$ cat src/common/addr_map_pkg.sv
// address map package: slave count, region bases and masks, direction rules, pending limit
`default_nettype none

package addr_map_pkg;

	//////////////////////////////////////////////////////////////////////////////
	// slave regions
	//////////////////////////////////////////////////////////////////////////////

	// number of real slave ports, the no-slave error target sits above these
	localparam int NUM_SLAVES = 4;

	// width of a slave index
	localparam int SLV_IDX_W = $clog2(NUM_SLAVES);

	// region base words, index 0 is the rightmost entry
	localparam logic [NUM_SLAVES-1:0][31:0] SLAVE_BASE = {
		32'h4000_0000,
		32'h2000_0000,
		32'h1000_0000,
		32'h0000_0000
	};

	// address bits that take part in the match for each region
	// slave 2 is a narrow 16 MB window, the rest take 256 MB
	localparam logic [NUM_SLAVES-1:0][31:0] SLAVE_MASK = {
		32'hF000_0000,
		32'hFF00_0000,
		32'hF000_0000,
		32'hF000_0000
	};

	//////////////////////////////////////////////////////////////////////////////
	// direction rules
	//////////////////////////////////////////////////////////////////////////////

	// every slave answers reads
	localparam logic [NUM_SLAVES-1:0] READ_ALLOWED = 4'b1111;

	// slave 3 is read-only, a write there becomes a bus error
	localparam logic [NUM_SLAVES-1:0] WRITE_ALLOWED = 4'b0111;

	// limit on requests in flight to one slave
	localparam int MAX_PENDING = 4;

	// pending counter must reach MAX_PENDING itself
	localparam int PEND_W = 3;

endpackage

`default_nettype wire

$ cat src/common/bus_pkg.sv
// bus package: address and data widths, request struct, per-slave read-data array
`default_nettype none

package bus_pkg;

	//////////////////////////////////////////////////////////////////////////////
	// widths
	//////////////////////////////////////////////////////////////////////////////

	// byte address
	localparam int ADDR_W = 32;

	// one bus word
	localparam int DATA_W = 32;

	// one select bit per byte lane
	localparam int SEL_W = DATA_W / 8;

	//////////////////////////////////////////////////////////////////////////////
	// request and response types
	//////////////////////////////////////////////////////////////////////////////

	// one pipelined request, 1 + 32 + 32 + 4 = 69 bits
	typedef struct packed {
		// high for a write, low for a read
		logic              we;
		logic [ADDR_W-1:0] addr;
		// ignored by the slave on reads
		logic [DATA_W-1:0] wdata;
		// byte lanes taking part in a write
		logic [SEL_W-1:0]  sel;
	} bus_req_t;

	// read-data word from each slave port, slave 0 in the low word
	typedef logic [addr_map_pkg::NUM_SLAVES-1:0][DATA_W-1:0] slv_rdata_t;

endpackage

`default_nettype wire

$ cat src/decode/addr_decode.sv
// addr_decode: registered address and direction decoder with one-hot slave target
`timescale 1ns/1ps
`default_nettype none

module addr_decode (
	input  wire                                 i_clk,
	input  wire                                 i_reset,
	// master side
	input  wire                                 i_valid,
	output logic                                o_stall,
	input  bus_pkg::bus_req_t                   i_req,
	// router side
	output logic                                o_valid,
	input  wire                                 i_stall,
	output bus_pkg::bus_req_t                   o_req,
	output logic [addr_map_pkg::NUM_SLAVES:0]   o_target
);

	//////////////////////////////////////////////////////////////////////////////
	// region match
	//////////////////////////////////////////////////////////////////////////////

	// per-region hit after the direction check
	logic [addr_map_pkg::NUM_SLAVES-1:0] hit;

	// hit plus the no-slave bit on top
	logic [addr_map_pkg::NUM_SLAVES:0] target;

	always_comb
	begin
		for (int k = 0; k < addr_map_pkg::NUM_SLAVES; k++)
		begin
			// address must agree with the base on every masked bit
			// and the region must accept this direction
			hit[k] = (((i_req.addr ^ addr_map_pkg::SLAVE_BASE[k])
				& addr_map_pkg::SLAVE_MASK[k]) == '0)
				&& (i_req.we ? addr_map_pkg::WRITE_ALLOWED[k]
					: addr_map_pkg::READ_ALLOWED[k]);
		end

		// regions never overlap, so at most one hit bit is set
		// nothing matched means the request ends in a bus error
		target = {~|hit, hit};
	end

	//////////////////////////////////////////////////////////////////////////////
	// output register
	//////////////////////////////////////////////////////////////////////////////

	// full and not drained this cycle, so nothing new may enter
	assign o_stall = o_valid && i_stall;

	// valid flag
	always_ff @(posedge i_clk)
	begin
		if (i_reset)
		begin
			o_valid <= 1'b0;
		end
		else if (!o_stall)
		begin
			o_valid <= i_valid;
		end
	end

	// request and target, loaded when the register is empty or draining
	// and frozen while the router stalls
	always_ff @(posedge i_clk)
	begin
		if (!o_stall)
		begin
			o_req    <= i_req;
			o_target <= target;
		end
	end

endmodule

`default_nettype wire

$ cat src/logic/bus_route.sv
// bus_route: request fan-out to slaves, pending count, in-order response return, error responder
`timescale 1ns/1ps
`default_nettype none

module bus_route (
	input  wire                                     i_clk,
	input  wire                                     i_reset,
	// decoded request from addr_decode
	input  wire                                     i_valid,
	output logic                                    o_stall,
	input  bus_pkg::bus_req_t                       i_req,
	input  wire  [addr_map_pkg::NUM_SLAVES:0]       i_target,
	// slave ports
	output logic [addr_map_pkg::NUM_SLAVES-1:0]     o_slv_valid,
	output bus_pkg::bus_req_t                       o_slv_req,
	input  wire  [addr_map_pkg::NUM_SLAVES-1:0]     i_slv_stall,
	input  wire  [addr_map_pkg::NUM_SLAVES-1:0]     i_slv_ack,
	input  bus_pkg::slv_rdata_t                     i_slv_rdata,
	// responses to the master
	output logic                                    o_ack,
	output logic                                    o_err,
	output logic [bus_pkg::DATA_W-1:0]              o_rdata
);

	//////////////////////////////////////////////////////////////////////////////
	// state and request decode
	//////////////////////////////////////////////////////////////////////////////

	// slave that owns every outstanding request
	logic [addr_map_pkg::SLV_IDX_W-1:0] cur_slv;

	// requests accepted by cur_slv and not yet acked
	logic [addr_map_pkg::PEND_W-1:0] pending;

	// error response due next cycle
	logic err_q;

	// index of the one-hot slave bit of the incoming request
	logic [addr_map_pkg::SLV_IDX_W-1:0] tgt_idx;

	// request goes to the no-slave target
	logic tgt_err;

	logic idle;
	logic blocked;
	logic accept_slv;
	logic accept_err;

	always_comb
	begin
		tgt_idx = '0;
		for (int k = 0; k < addr_map_pkg::NUM_SLAVES; k++)
		begin
			if (i_target[k])
			begin
				tgt_idx = addr_map_pkg::SLV_IDX_W'(k);
			end
		end
	end

	assign tgt_err = i_target[addr_map_pkg::NUM_SLAVES];
	assign idle    = (pending == '0);

	// a switch of slave waits for the old one to drain, which keeps order
	// a full counter holds off more requests to the same slave
	assign blocked = (!idle && (cur_slv != tgt_idx))
		|| (pending == addr_map_pkg::PEND_W'(addr_map_pkg::MAX_PENDING));

	//////////////////////////////////////////////////////////////////////////////
	// request fan-out
	//////////////////////////////////////////////////////////////////////////////

	// one shared request bus, only the strobes differ
	assign o_slv_req = i_req;

	always_comb
	begin
		for (int k = 0; k < addr_map_pkg::NUM_SLAVES; k++)
		begin
			o_slv_valid[k] = i_valid && i_target[k] && !blocked;
		end
	end

	assign accept_slv = i_valid && !tgt_err && !blocked && !i_slv_stall[tgt_idx];

	// errors are answered only once every earlier slave response is out
	assign accept_err = i_valid && tgt_err && idle;

	// stall back to the decoder for whatever kept the request from leaving
	assign o_stall = i_valid && !(accept_slv || accept_err);

	//////////////////////////////////////////////////////////////////////////////
	// response return
	//////////////////////////////////////////////////////////////////////////////

	// only the current slave can owe a response
	assign o_ack   = i_slv_ack[cur_slv];
	assign o_rdata = i_slv_rdata[cur_slv];
	assign o_err   = err_q;

	// pending counter, acceptance and ack may land in the same cycle
	always_ff @(posedge i_clk)
	begin
		if (i_reset)
		begin
			pending <= '0;
		end
		else if (accept_slv && !o_ack)
		begin
			pending <= pending + 1'b1;
		end
		else if (!accept_slv && o_ack)
		begin
			pending <= pending - 1'b1;
		end
	end

	// current slave follows the latest accepted request
	always_ff @(posedge i_clk)
	begin
		if (i_reset)
		begin
			cur_slv <= '0;
		end
		else if (accept_slv)
		begin
			cur_slv <= tgt_idx;
		end
	end

	// error responder, one clock after acceptance
	always_ff @(posedge i_clk)
	begin
		if (i_reset)
		begin
			err_q <= 1'b0;
		end
		else
		begin
			err_q <= accept_err;
		end
	end

endmodule

`default_nettype wire

$ cat src/logic/bus_split_top.sv
// bus_split_top: single-master splitter built from the address decoder and the router
`timescale 1ns/1ps
`default_nettype none

module bus_split_top (
	input  wire                                     i_clk,
	input  wire                                     i_reset,
	// master port
	input  wire                                     i_valid,
	input  bus_pkg::bus_req_t                       i_req,
	output logic                                    o_stall,
	output logic                                    o_ack,
	output logic                                    o_err,
	output logic [bus_pkg::DATA_W-1:0]              o_rdata,
	// slave ports
	output logic [addr_map_pkg::NUM_SLAVES-1:0]     o_slv_valid,
	output bus_pkg::bus_req_t                       o_slv_req,
	input  wire  [addr_map_pkg::NUM_SLAVES-1:0]     i_slv_stall,
	input  wire  [addr_map_pkg::NUM_SLAVES-1:0]     i_slv_ack,
	input  bus_pkg::slv_rdata_t                     i_slv_rdata
);

	// decoder to router handshake
	logic                              dec_valid;
	logic                              dec_stall;
	bus_pkg::bus_req_t                 dec_req;
	logic [addr_map_pkg::NUM_SLAVES:0] dec_target;

	// one register stage of address decode
	addr_decode addr_decode_i (
		.i_clk    (i_clk),
		.i_reset  (i_reset),
		.i_valid  (i_valid),
		.o_stall  (o_stall),
		.i_req    (i_req),
		.o_valid  (dec_valid),
		.i_stall  (dec_stall),
		.o_req    (dec_req),
		.o_target (dec_target)
	);

	// fan-out and in-order response return
	bus_route bus_route_i (
		.i_clk       (i_clk),
		.i_reset     (i_reset),
		.i_valid     (dec_valid),
		.o_stall     (dec_stall),
		.i_req       (dec_req),
		.i_target    (dec_target),
		.o_slv_valid (o_slv_valid),
		.o_slv_req   (o_slv_req),
		.i_slv_stall (i_slv_stall),
		.i_slv_ack   (i_slv_ack),
		.i_slv_rdata (i_slv_rdata),
		.o_ack       (o_ack),
		.o_err       (o_err),
		.o_rdata     (o_rdata)
	);

endmodule

`default_nettype wire

$ cat config.mk
export PLATFORM = sky130hd
export DESIGN_NAME = bus_split_top
export DESIGN_NICKNAME = d
export VERILOG_FILES = /design/src/common/addr_map_pkg.sv /design/src/common/bus_pkg.sv /design/src/decode/addr_decode.sv /design/src/logic/bus_route.sv /design/src/logic/bus_split_top.sv
export SDC_FILE = /design/constraint.sdc
export NUM_CORES = 1
export LEC_CHECK = 0
export ABC_CLOCK_PERIOD_IN_PS = 8550
export CORE_AREA = 2 2 124 126
export CTS_CLUSTER_DIAMETER = 100
export DETAILED_ROUTE_END_ITERATION = 7
export DIE_AREA = 0 0 126 128
export DONT_BUFFER_PORTS = 1
export PLACE_DENSITY = 0.33
export SYNTH_ARGS = -nofsm -noshare
export SYNTH_HDL_FRONTEND = slang
export SYNTH_SLANG_ARGS = --single-unit
$ cat constraint.sdc
create_clock -name i_clk -period 8.55 [get_ports i_clk]
set_input_delay 1.71 -clock i_clk [delete_from_list [all_inputs] [get_ports i_clk]]
set_output_delay 1.71 -clock i_clk [all_outputs]
set_load 0.01 [all_outputs]
Word-level counts from Yosys, hierarchy flattened
Index checks and enable logic that the tools add are counted.

Flip-flop bits (word level): 81. Bits of input ports: 208. Output and inout port bits: 108. Logic and storage cells: 66.

Add/sub/neg operators: 2. Order comparisons: 2. Equality and inequality tests: 2. Multiplexer cells: 12. Bitwise logic cells: 3. Reduce and logical (&&, ||, !) cells: 36.

Operator list (count): zero test 32 bit (4); binary-select mux 32 bit (select 2 bit) (1); two-way mux 32 bit (1); logical AND 1 bit (19); zero test 1 bit (8); < comparator 2 x 3 -> 1 bit, second input constant (2); two-way mux 3 bit (2); binary-select mux 1 bit (select 2 bit) (2); two-way mux 1 bit (4); two-way mux 2 bit (2); OR reduction 4 bit (1); adder 3 x 1 -> 3 bit, second input constant (1); == test 3 bit, second input constant (1); zero test 3 bit (1); inverter 1 bit (3); subtractor 3 x 1 -> 3 bit, second input constant (1); logical OR 1 bit (2); != test 2 bit (1); nonzero test 2 bit (1).

Depth between registers and ports, before layout
Gate-level depths: netlist of the first run.

Depth in word-level cells: 13. Depth in mapped cells: 11. Depth with buffers taken out: 10.

Hierarchy
A second synthesis of the first run with hierarchy kept.

Cell total of the unflattened synthesis: 255. Area total of the unflattened synthesis: 4076.4 um^2.

Modules (own cells, without submodules): addr_decode (times used 1, cells an instance 90, area an instance 2329.7 um^2, sequential area each 2242.2 um^2); bus_route (times used 1, cells an instance 165, area an instance 1746.7 um^2, sequential area each 120.1 um^2).

Least setup slack after synthesis of the first run
No wires, ideal clock.

Kind: input-to-output. Start point: input i_slv_stall[1] (netlist bit). End point: output o_stall. Arrival: 6263 ps. Data required time: 6840 ps. Setup slack: 577 ps. Stages on the path: 5. Buffers on the path: 0. Path through: mux2i_1 > nor2_1 > a311o_1 > o211ai_1 > inv_1.

Longest elaborated chain between the ends: 8.

RTL lines: from (decl) (RTL line bus_split_top.sv:18) `input wire [addr_map_pkg::NUM_SLAVES-1:0] i_slv_stall,`; binary-select mux 1 bit (select 2 bit) (RTL line bus_route.sv:84) `assign accept_slv = i_valid && !tgt_err && !blocked && !i_slv_stall[tgt_idx];`; two-way mux 1 bit (implied by the code) (RTL line bus_route.sv:84); zero test 1 bit (RTL line bus_route.sv:84); logical AND 1 bit (RTL line bus_route.sv:84); logical OR 1 bit (RTL line bus_route.sv:90) `assign o_stall = i_valid && !(accept_slv || accept_err);`; zero test 1 bit (RTL line bus_route.sv:90); logical AND 1 bit (RTL line bus_route.sv:90); logical AND 1 bit (RTL line addr_decode.sv:51) `assign o_stall = o_valid && i_stall;`; to (decl) (RTL line bus_split_top.sv:11) `output logic o_stall,`.

Every way passes these cells. The select of a mux whose other input is x is not followed.

Worst setup path after layout of the first run
Same ends and word-level chain as after synthesis.

==> results of run 1 <==
stage by stage:
stage	utilization, %	setup slack (ns)	power (W)	std cells	hold WS [ns]
after floorplan	-	0.5774	0.0006072	180	0.4528
after global placement	25.04	3.492	0.0006336	363	0.4693
after detailed placement	25.04	3.427	0.0006341	363	0.5057
after CTS	27.39	3.423	0.001089	379	0.5166
after global routing	27.41	3.242	0.001115	380	0.5584
final	27.41	3.450	0.001072	380	0.5215
logic make-up after synthesis:
group,after synthesis,share of synthesized area [%]
flops,81,67.40
buf+inv,13,1.713
xor+xnor,2,0.4999
simple gates,31,4.820
fa+ha+maj,2,0.9282
compound gates,15,2.571
mux,36,22.06
layout make-up:
class | instances | area [µm²]
Timing Repair Buffer | 3 | 22.52
Multi-Input combinational cell | 86 | 1082
Clock inverter | 7 | 123.9
Clock buffer | 9 | 225.2
Antenna cell | 1 | 2.502
Inverter | 5 | 18.77
Tap cell | 188 | 235.2
Fill cell | 1510 | 10790
Sequential cell | 81 | 2364
power breakdown:
part | switching [W] | leakage, nW | total (W) | internal, W
Sequential | 0.0000458 | 0.824 | 0.000539 | 0.000493
Clock | 0.000158 | 0.172 | 0.000447 | 0.000289
Combinational | 0.0000548 | 0.338 | 0.0000859 | 0.0000311
Total | 0.000259 | 1.33 | 0.00107 | 0.000813
routing by layer:
metal	share of wire (%)	wire (µm)
met5	0	0
met4	2.5	297
met3	11	1312
met2	58	6772
met1	28	3290
worst paths after layout:
path | from | endpoint | slack [ns] | cells past startpoint
worst min-delay path | bus_route_i.pending[2]$_SDFFE_PP0P_ | bus_route_i.pending[2]$_SDFFE_PP0P_ | 0.52 | 2
worst min register to register | bus_route_i.pending[2]$_SDFFE_PP0P_ | bus_route_i.pending[2]$_SDFFE_PP0P_ | 0.52 | 2
worst max-delay path | i_slv_stall[1] | o_stall | 3.45 | 6
worst max register to register | bus_route_i.cur_slv[0]$_SDFFE_PP0P_ | bus_route_i.pending[2]$_SDFFE_PP0P_ | 5.39 | 10
state kept, by name, summed over array words and instances, names as in the netlist:
name                    cells
addr_decode_i.o_req        69
addr_decode_i.o_target      5
addr_decode_i.o_valid       1
bus_route_i.cur_slv         2
bus_route_i.o_err           1
bus_route_i.pending         3
cell usage in the layout (no fill, tap or decap):
master and count:
o21ai_0 6, xor2_1 2, inv_8 1, clkinv_2 1, and4b_1 1, dfxtp_1 6, nor2_1 6, a21boi_0 1
bufinv_16 3, mux2i_1 3, nor3_1 4, mux4_2 33, dfxtp_2 1, fa_1 1, or3_4 1, diode_2 1
nor2b_1 5, buf_4 3, nor4_1 2, a311o_1 1, nand2_1 6, and2_1 1, inv_1 5, o211ai_1 1
edfxtp_1 74, o211a_1 1, ha_1 1, clkbuf_16 9, or3_1 3, or2_2 1, a21oi_1 5, nor3b_1 1
inv_6 2
tightest hold or removal path, cell delays in order (launching register included):
cell and delay (ns):
dfxtp_1 0.32, o21ai_0 0.09, a21oi_1 0.07
==> results.cfg, run 1 <==
[status]
status = finished clean

[power]
cellPowerDensity_mw_per_mm2 = 263.1
worst_ir_drop_vdd_v = 0.0001335
power_leakage_nw = 1.334

[yosys]
yosysTopAreaCellShare_pct = 63.41
ys.flop_type = edfxtp_1
syn_inst = 180
ys_async_sr_fraction_pct = 0
ys_ff_latch = 81
yosysWarnings = 0
synth_area_leaders = edfxtp_1 (63%), mux4_2 (21%), dfxtp_1 (4.0%)
synth_seq_area_share_pct = 67.40
syn_area_mm2 = 0.003505
synthDistinctLibCells = 28
synth_edf_count = 74
yosys-top-cells-count = edfxtp_1 (74), mux4_2 (33), dfxtp_1 (7)
yosys.area.top_type = edfxtp_1
avgSynthCellArea_um2 = 19.47
syn-num-nets = 390
yosysMostFrequentCell = edfxtp_1

[setup_path]
cp.buffers_inverters = 2
cpMaxStageDelayCell = buf_4
startpoint_type = input port
path_delay_family = buffers and inverters
crit_path_end_kind = primary output
critPathMaxStageDelay_ns = 0.73
worst-setup-path-type = in2out
critPathMaxFanout = 76
worst-endpoint-required_ns = 6.84
worstPathArrival_ns = 3.39
crit_chain = mux2i_1 -> nor2_1 -> a311o_1 -> o211ai_1 -> buf_4 -> inv_1

[route]
wire_per_inst_um = 30.72
drc = 0
drtAntennaViolNets = 0
viasPerCell = 4.932
num_vias = 1874
drt_iter0_drc = 99
wirelength_mm = 11.67
first_pass_iters = 4

[placement]
postPlaceCellArea_mm2 = 0.003722
place_hpwl_mm = 9.682
place.gp.congestion = 0.9657
io_buffers = 0

[timing]
totalNegativeSetupSlack_ns = 0
max_slew.worst_pin.slew_ns = 0.9108
rsz0062_at_grt = false
finalCriticalPeriod_ns = 5.100
max_freq_ghz = 0.1961
hold_viol_final = 0
skew_ns = 0.007723
max_slew_margin_pct = 39.28
fin_crit_sh_pct = 59.65
setup_viol = 0
drv_slew = 0

[clock_tree]
cts_made_buffers = 9
cts_tree = built
postCtsHoldBufs = 0
clkSinkCount = 81
clock_latency_ns = 0.34
cts_root_buffer = clkbuf_16
path_clk_slew_ns = 0.06
cts_setup_buffers = 0
htree_levels = 3
cts.path.max_buffers = 2
cts-resized-gates = 0

[floorplanning]
die_y_um = 128
dieWidth_um = 126
ios = 316
fp-row-count = 45
core-area_mm2 = 0.01486
dieArea_mm2 = 0.01613
start_util_pct = 23.58

[final_layout]
stdcell_area_mm2 = 0.004074
drive_gt1_share_pct = 28.80
fin_nets = 396
area_growth_pct = 16.24

[global_routing]
use_met3_pct = 6.636
grt_max_degree = 77
grt_antenna_before_repair = 2
grt_util_all_layers_pct = 14.01
grt_pass1_wl_mm = 15.87
met1_usage_pct = 11.79
grt_pass1_vias = 2222
gr-usage-met2_pct = 27.13
busiest_layer = met2
grt.overflow.total = 0

[job]
cap_violations = 0

[hold_path]
min_path_type = reg2reg
Power figures use the tool's default switching activity.
==> inputs of run 2 (changes only) <==
Settings changed: ABC_CLOCK_PERIOD_IN_PS 8550 to 4900.
Clock period 8.55 ns to 4.9 ns, I/O delays scaled along.
==> results.cfg, run 2 (synthesis results as in run 1) <==
[route]
viasPerCell = 4.974
num_vias = 1885
drc = 0
wirelength_mm = 10.73
drt_iter0_drc = 77
drtAntennaViolNets = 0
first_pass_iters = 4
wire_per_inst_um = 28.31

[floorplanning]
ios = 316
core-area_mm2 = 0.01486
die_y_um = 128
start_util_pct = 23.58
dieArea_mm2 = 0.01613
fp-row-count = 45
dieWidth_um = 126

[timing]
fin_crit_sh_pct = 67.30
totalNegativeSetupSlack_ns = 0
setup_slack_ns = 1.602
hold_viol_final = 0
drv_slew = 0
max_slew.worst_pin.slew_ns = 0.5103
skew_ns = 0.005444
finalCriticalPeriod_ns = 3.298
max_freq_ghz = 0.3032
max_slew_margin_pct = 65.83
rsz0062_at_grt = false
setup_viol = 0

[global_routing]
met1_usage_pct = 11.92
busiest_layer = met2
grt.overflow.total = 0
grt_antenna_before_repair = 0
grt_pass1_wl_mm = 14.59
gr-usage-met2_pct = 22.99
grt_pass1_vias = 2209
grt_util_all_layers_pct = 12.53
grt_max_degree = 76
use_met3_pct = 6.302

[setup_path]
crit_path_end_kind = primary output
crit_chain = nor2b_1 -> or3_4 -> a311o_1 -> o211ai_1 -> inv_1
startpoint_type = flop
cp.buffers_inverters = 1
worst-endpoint-required_ns = 3.92
r2r_start = addr_decode_i.o_target[1]$_DFFE_PN_
crit_path_start = addr_decode_i.o_target[1]$_DFFE_PN_
worst-setup-path-type = reg2out
r2r_end = bus_route_i.pending[2]$_SDFFE_PP0P_
worstPathArrival_ns = 2.32
path_delay_family = compound AO/OA/AOI/OAI gates
cpMaxStageDelayCell = o211ai_1
r2r_slack_ns = 1.88
critPathMaxFanout = 3
critPathMaxStageDelay_ns = 0.45
reg2reg_depth = 10

[clock_tree]
cts-resized-gates = 0
postCtsHoldBufs = 0
clkSinkCount = 81
cts.path.max_buffers = 2
cts_setup_buffers = 0
htree_levels = 3
clock_latency_ns = 0.34
cts_made_buffers = 9
path_clk_slew_ns = 0.07
cts_tree = built
cts_root_buffer = clkbuf_16

[placement]
place_hpwl_mm = 8.727
place.gp.congestion = 0.7801
io_buffers = 0
post-place-ws_ns = 1.695

[status]
status = finished clean

[final_layout]
num_antenna_cells = 0
largest-register = addr_decode_i.o_req
most-common-layout-cells = edfxtp_1 (74), mux4_2 (33), clkbuf_16 (9)
area_growth_pct = 15.32
final_common_cell = edfxtp_1
drive_gt1_share_pct = 28.80
fin_nets = 396
largest_reg_flops = 69
reg_top3 = addr_decode_i.o_req (69), addr_decode_i.o_target (5), bus_route_i.pending (3)
final.fill_count = 1488

[power]
worst_ir_drop_vdd_v = 0.0001973
totalPowerFinal_w = 0.001755
power_leakage_nw = 1.318
cellPowerDensity_mw_per_mm2 = 434.2

[hold_path]
holdCritStartpoint = bus_route_i.pending[2]$_SDFFE_PP0P_
hold_end = bus_route_i.pending[2]$_SDFFE_PP0P_
whs_path_depth = 2
min_path_type = reg2reg

[job]
cap_violations = 0
-- run 2: worst register-to-register path, stage by stage (launching register included) --
cell,delay [ns]
edfxtp_1,0.43
nor2b_1,0.18
or3_4,0.34
a311o_1,0.40
nor2_1,0.22
ha_1,0.24
inv_1,0.08
fa_1,0.43
xor2_1,0.16
or3_1,0.31
a21oi_1,0.15
-- run 2: worst max-delay path by stage --
stage,endpoint,slack [ns],depth (start not counted)
after floorplan,o_stall,-1.61,5
after global placement,o_stall,1.72,5
after detailed placement,o_stall,1.69,5
after CTS,o_stall,1.52,5
after global routing,o_stall,1.48,5
final,o_stall,1.60,5
-- run 2: power by group --
part	internal (W)	total, W	leakage (nW)	switching (W)
clock	0.000363	0.000665	0.150	0.000301
sequential	0.000859	0.000941	0.824	0.0000817
combinational	0.0000570	0.000149	0.344	0.0000924
-- run 2: through the flow --
stage	util, %	area, µm²	hold slack (ns)	instances
5_1_grt	27.19	4041	0.5519	379
3_3_place_gp	25.13	3735	0.4670	363
3_5_place_dp	25.13	3735	0.4861	363
4_1_cts	27.19	4041	0.4989	379
6_report	27.19	4041	0.4960	379
2_1_floorplan	-	3505	0.4528	180
-- run 2: final cells by class --
cell class | instances | area [µm²] | area share (%)
Sequential cell | 81 | 2364 | 58.48
Inverter | 5 | 18.77 | 0.4644
Clock buffer | 9 | 225.2 | 5.573
Tap cell | 188 | 235.2 | 5.820
Multi-Input combinational cell | 86 | 1082 | 26.78
Timing Repair Buffer | 3 | 35.03 | 0.8669
Clock inverter | 7 | 81.33 | 2.012
-- run 2: per-layer routing --
layer,vias to the layer above,routed length [µm]
met2,191,5897
met3,10,1359
li1,758,-
met1,926,3306
met5,-,0
met4,0,166
==> inputs of run 3 (changes only) <==
Settings changed: ABC_CLOCK_PERIOD_IN_PS 4900 to 2850, CORE_AREA 2 2 124 126 to 2 2 123 125, DIE_AREA 0 0 126 128 to 0 0 125 127, PLACE_DENSITY 0.33 to 0.35.
Clock period 4.9 ns to 2.85 ns, I/O delays scaled along.
==> results.cfg, run 3 (synthesis results as in run 1) <==
[global_routing]
grt_pass1_wl_mm = 14.81
grt_pass1_vias = 2183
grt_util_all_layers_pct = 12.93
grt_max_degree = 34
grt.overflow.total = 0
grt_antenna_before_repair = 1

[clock_tree]
clock_latency_ns = 0.33
cts_root_buffer = clkbuf_16
cts_made_buffers = 9
cts-resized-gates = 0
postCtsHoldBufs = 0
clkSinkCount = 81
cts_setup_buffers = 0
cts_tree = built
path_clk_slew_ns = 0.06
cts.path.max_buffers = 2
htree_levels = 3

[placement]
io_buffers = 0
dp_cells = 366
place.gp.congestion = 0.7747
place_hpwl_mm = 9.116
post-place-ws_ns = 0.1276

[timing]
hold_slack_ns = 0.3057
hold_viol_final = 0
finalCriticalPeriod_ns = 2.727
fin_crit_sh_pct = 95.67
max_freq_ghz = 0.3668
max_slew.worst_pin.slew_ns = 0.5589
setup_slack_ns = 0.1234
max_slew_margin_pct = 62.41
skew_ns = 0.007023
drv_slew = 0
setup_viol = 0

[final_layout]
final_common_cell = edfxtp_1
area_growth_pct = 17.14
reg_top3 = addr_decode_i.o_req (69), addr_decode_i.o_target (5), bus_route_i.pending (3)
multi_input_area_mm2 = 0.001101
regArea_mm2 = 0.002364
drive_gt1_share_pct = 33.33
final.fill_count = 1448
fin_cells = 383
most-common-layout-cells = edfxtp_1 (74), mux4_2 (33), clkbuf_16 (9), buf_4 (9)
fin_nets = 403
largest-register = addr_decode_i.o_req
largest_reg_flops = 69

[route]
drt_iter0_drc = 77
wire_per_inst_um = 28.25
first_pass_iters = 4
viasPerCell = 5.000
num_vias = 1915
drc = 0
drtAntennaViolNets = 0
wirelength_mm = 10.82

[setup_path]
worst-setup-path-type = reg2reg
path_delay_family = simple AND/OR/NAND/NOR gates
reg2reg_depth = 10
r2r_slack_ns = 0.12
worstPathArrival_ns = 2.99
r2r_start = addr_decode_i.o_target[2]$_DFFE_PN_
cpMaxStageDelayCell = edfxtp_1
critPathMaxFanout = 6
crit_chain = or3_1 -> a21oi_2 -> a21oi_1 -> nor2_2 -> ha_1 -> inv_1 -> fa_1 -> xor2_1 -> or3_1 -> a21oi_1
crit_path_end_kind = flop
worst-path-stages = 10
cp.buffers_inverters = 1
startpoint_type = flop
worst-endpoint-required_ns = 3.11
critPathMaxStageDelay_ns = 0.50
r2r_end = bus_route_i.pending[2]$_SDFFE_PP0P_

[hold_path]
min_path_type = in2reg
hold_end = bus_route_i.pending[2]$_SDFFE_PP0P_
holdCritStartpoint = i_reset
whs_path_depth = 1

[floorplanning]
fp-row-count = 44
die_y_um = 127
dieArea_mm2 = 0.01588
start_util_pct = 24.30
ios = 316
dieWidth_um = 125
core-area_mm2 = 0.01442

[power]
power_leakage_nw = 1.347
worst_ir_drop_vdd_v = 0.0002890
cellPowerDensity_mw_per_mm2 = 745.2

[job]
cap_violations = 0

[status]
status = finished clean
-- run 3: cell type report --
cell class	instances	area share [%]
Sequential cell	81	57.57
Multi-Input combinational cell	86	26.82
Tap cell	184	5.608
Clock buffer	9	5.486
Clock inverter	7	2.073
Timing Repair Buffer	10	1.920
Inverter	5	0.4572
Antenna cell	1	0.06096
-- run 3: per-stage QoR --
stage | area [µm²] | utilization, % | setup TNS, ns | power, W
6_report | 4105 | 28.46 | 0 | 0.003059
5_1_grt | 4105 | 28.46 | -0.01091 | 0.003206
4_1_cts | 4088 | 28.34 | 0 | 0.003104
3_5_place_dp | 3777 | 26.19 | 0 | 0.001904
3_3_place_gp | 3777 | 26.19 | 0 | 0.001901
2_1_floorplan | 3512 | - | -186.33 | 0.001825
-- run 3: how the worst max path moves through the flow --
stage	start	to
floorplan	addr_decode_i.o_target[1]$_DFFE_PN_	o_stall
global placement	addr_decode_i.o_target[1]$_DFFE_PN_	bus_route_i.pending[2]$_SDFFE_PP0P_
detailed placement	addr_decode_i.o_target[1]$_DFFE_PN_	bus_route_i.pending[2]$_SDFFE_PP0P_
CTS	addr_decode_i.o_target[1]$_DFFE_PN_	o_stall
global route	addr_decode_i.o_target[2]$_DFFE_PN_	bus_route_i.pending[2]$_SDFFE_PP0P_
finish	addr_decode_i.o_target[2]$_DFFE_PN_	bus_route_i.pending[2]$_SDFFE_PP0P_
-- run 3: power breakdown --
part	switching, W	internal, W	leakage (nW)	total, W
logic	0.000159	0.000108	0.377	0.000267
clock network	0.000481	0.000695	0.146	0.00118
registers	0.000139	0.00148	0.824	0.00162
-- run 3: routing by layer --
| metal | up-vias | GRT usage (%) | share of wire (%) |
|---|---|---|---|
| met1 | 940 | 12.37 | 31 |
| met4 | 0 | 5.294 | 1.9 |
| met3 | 12 | 7.119 | 12 |
| met5 | - | 0 | 0 |
| li1 | 775 | - | - |
| met2 | 188 | 23.08 | 55 |
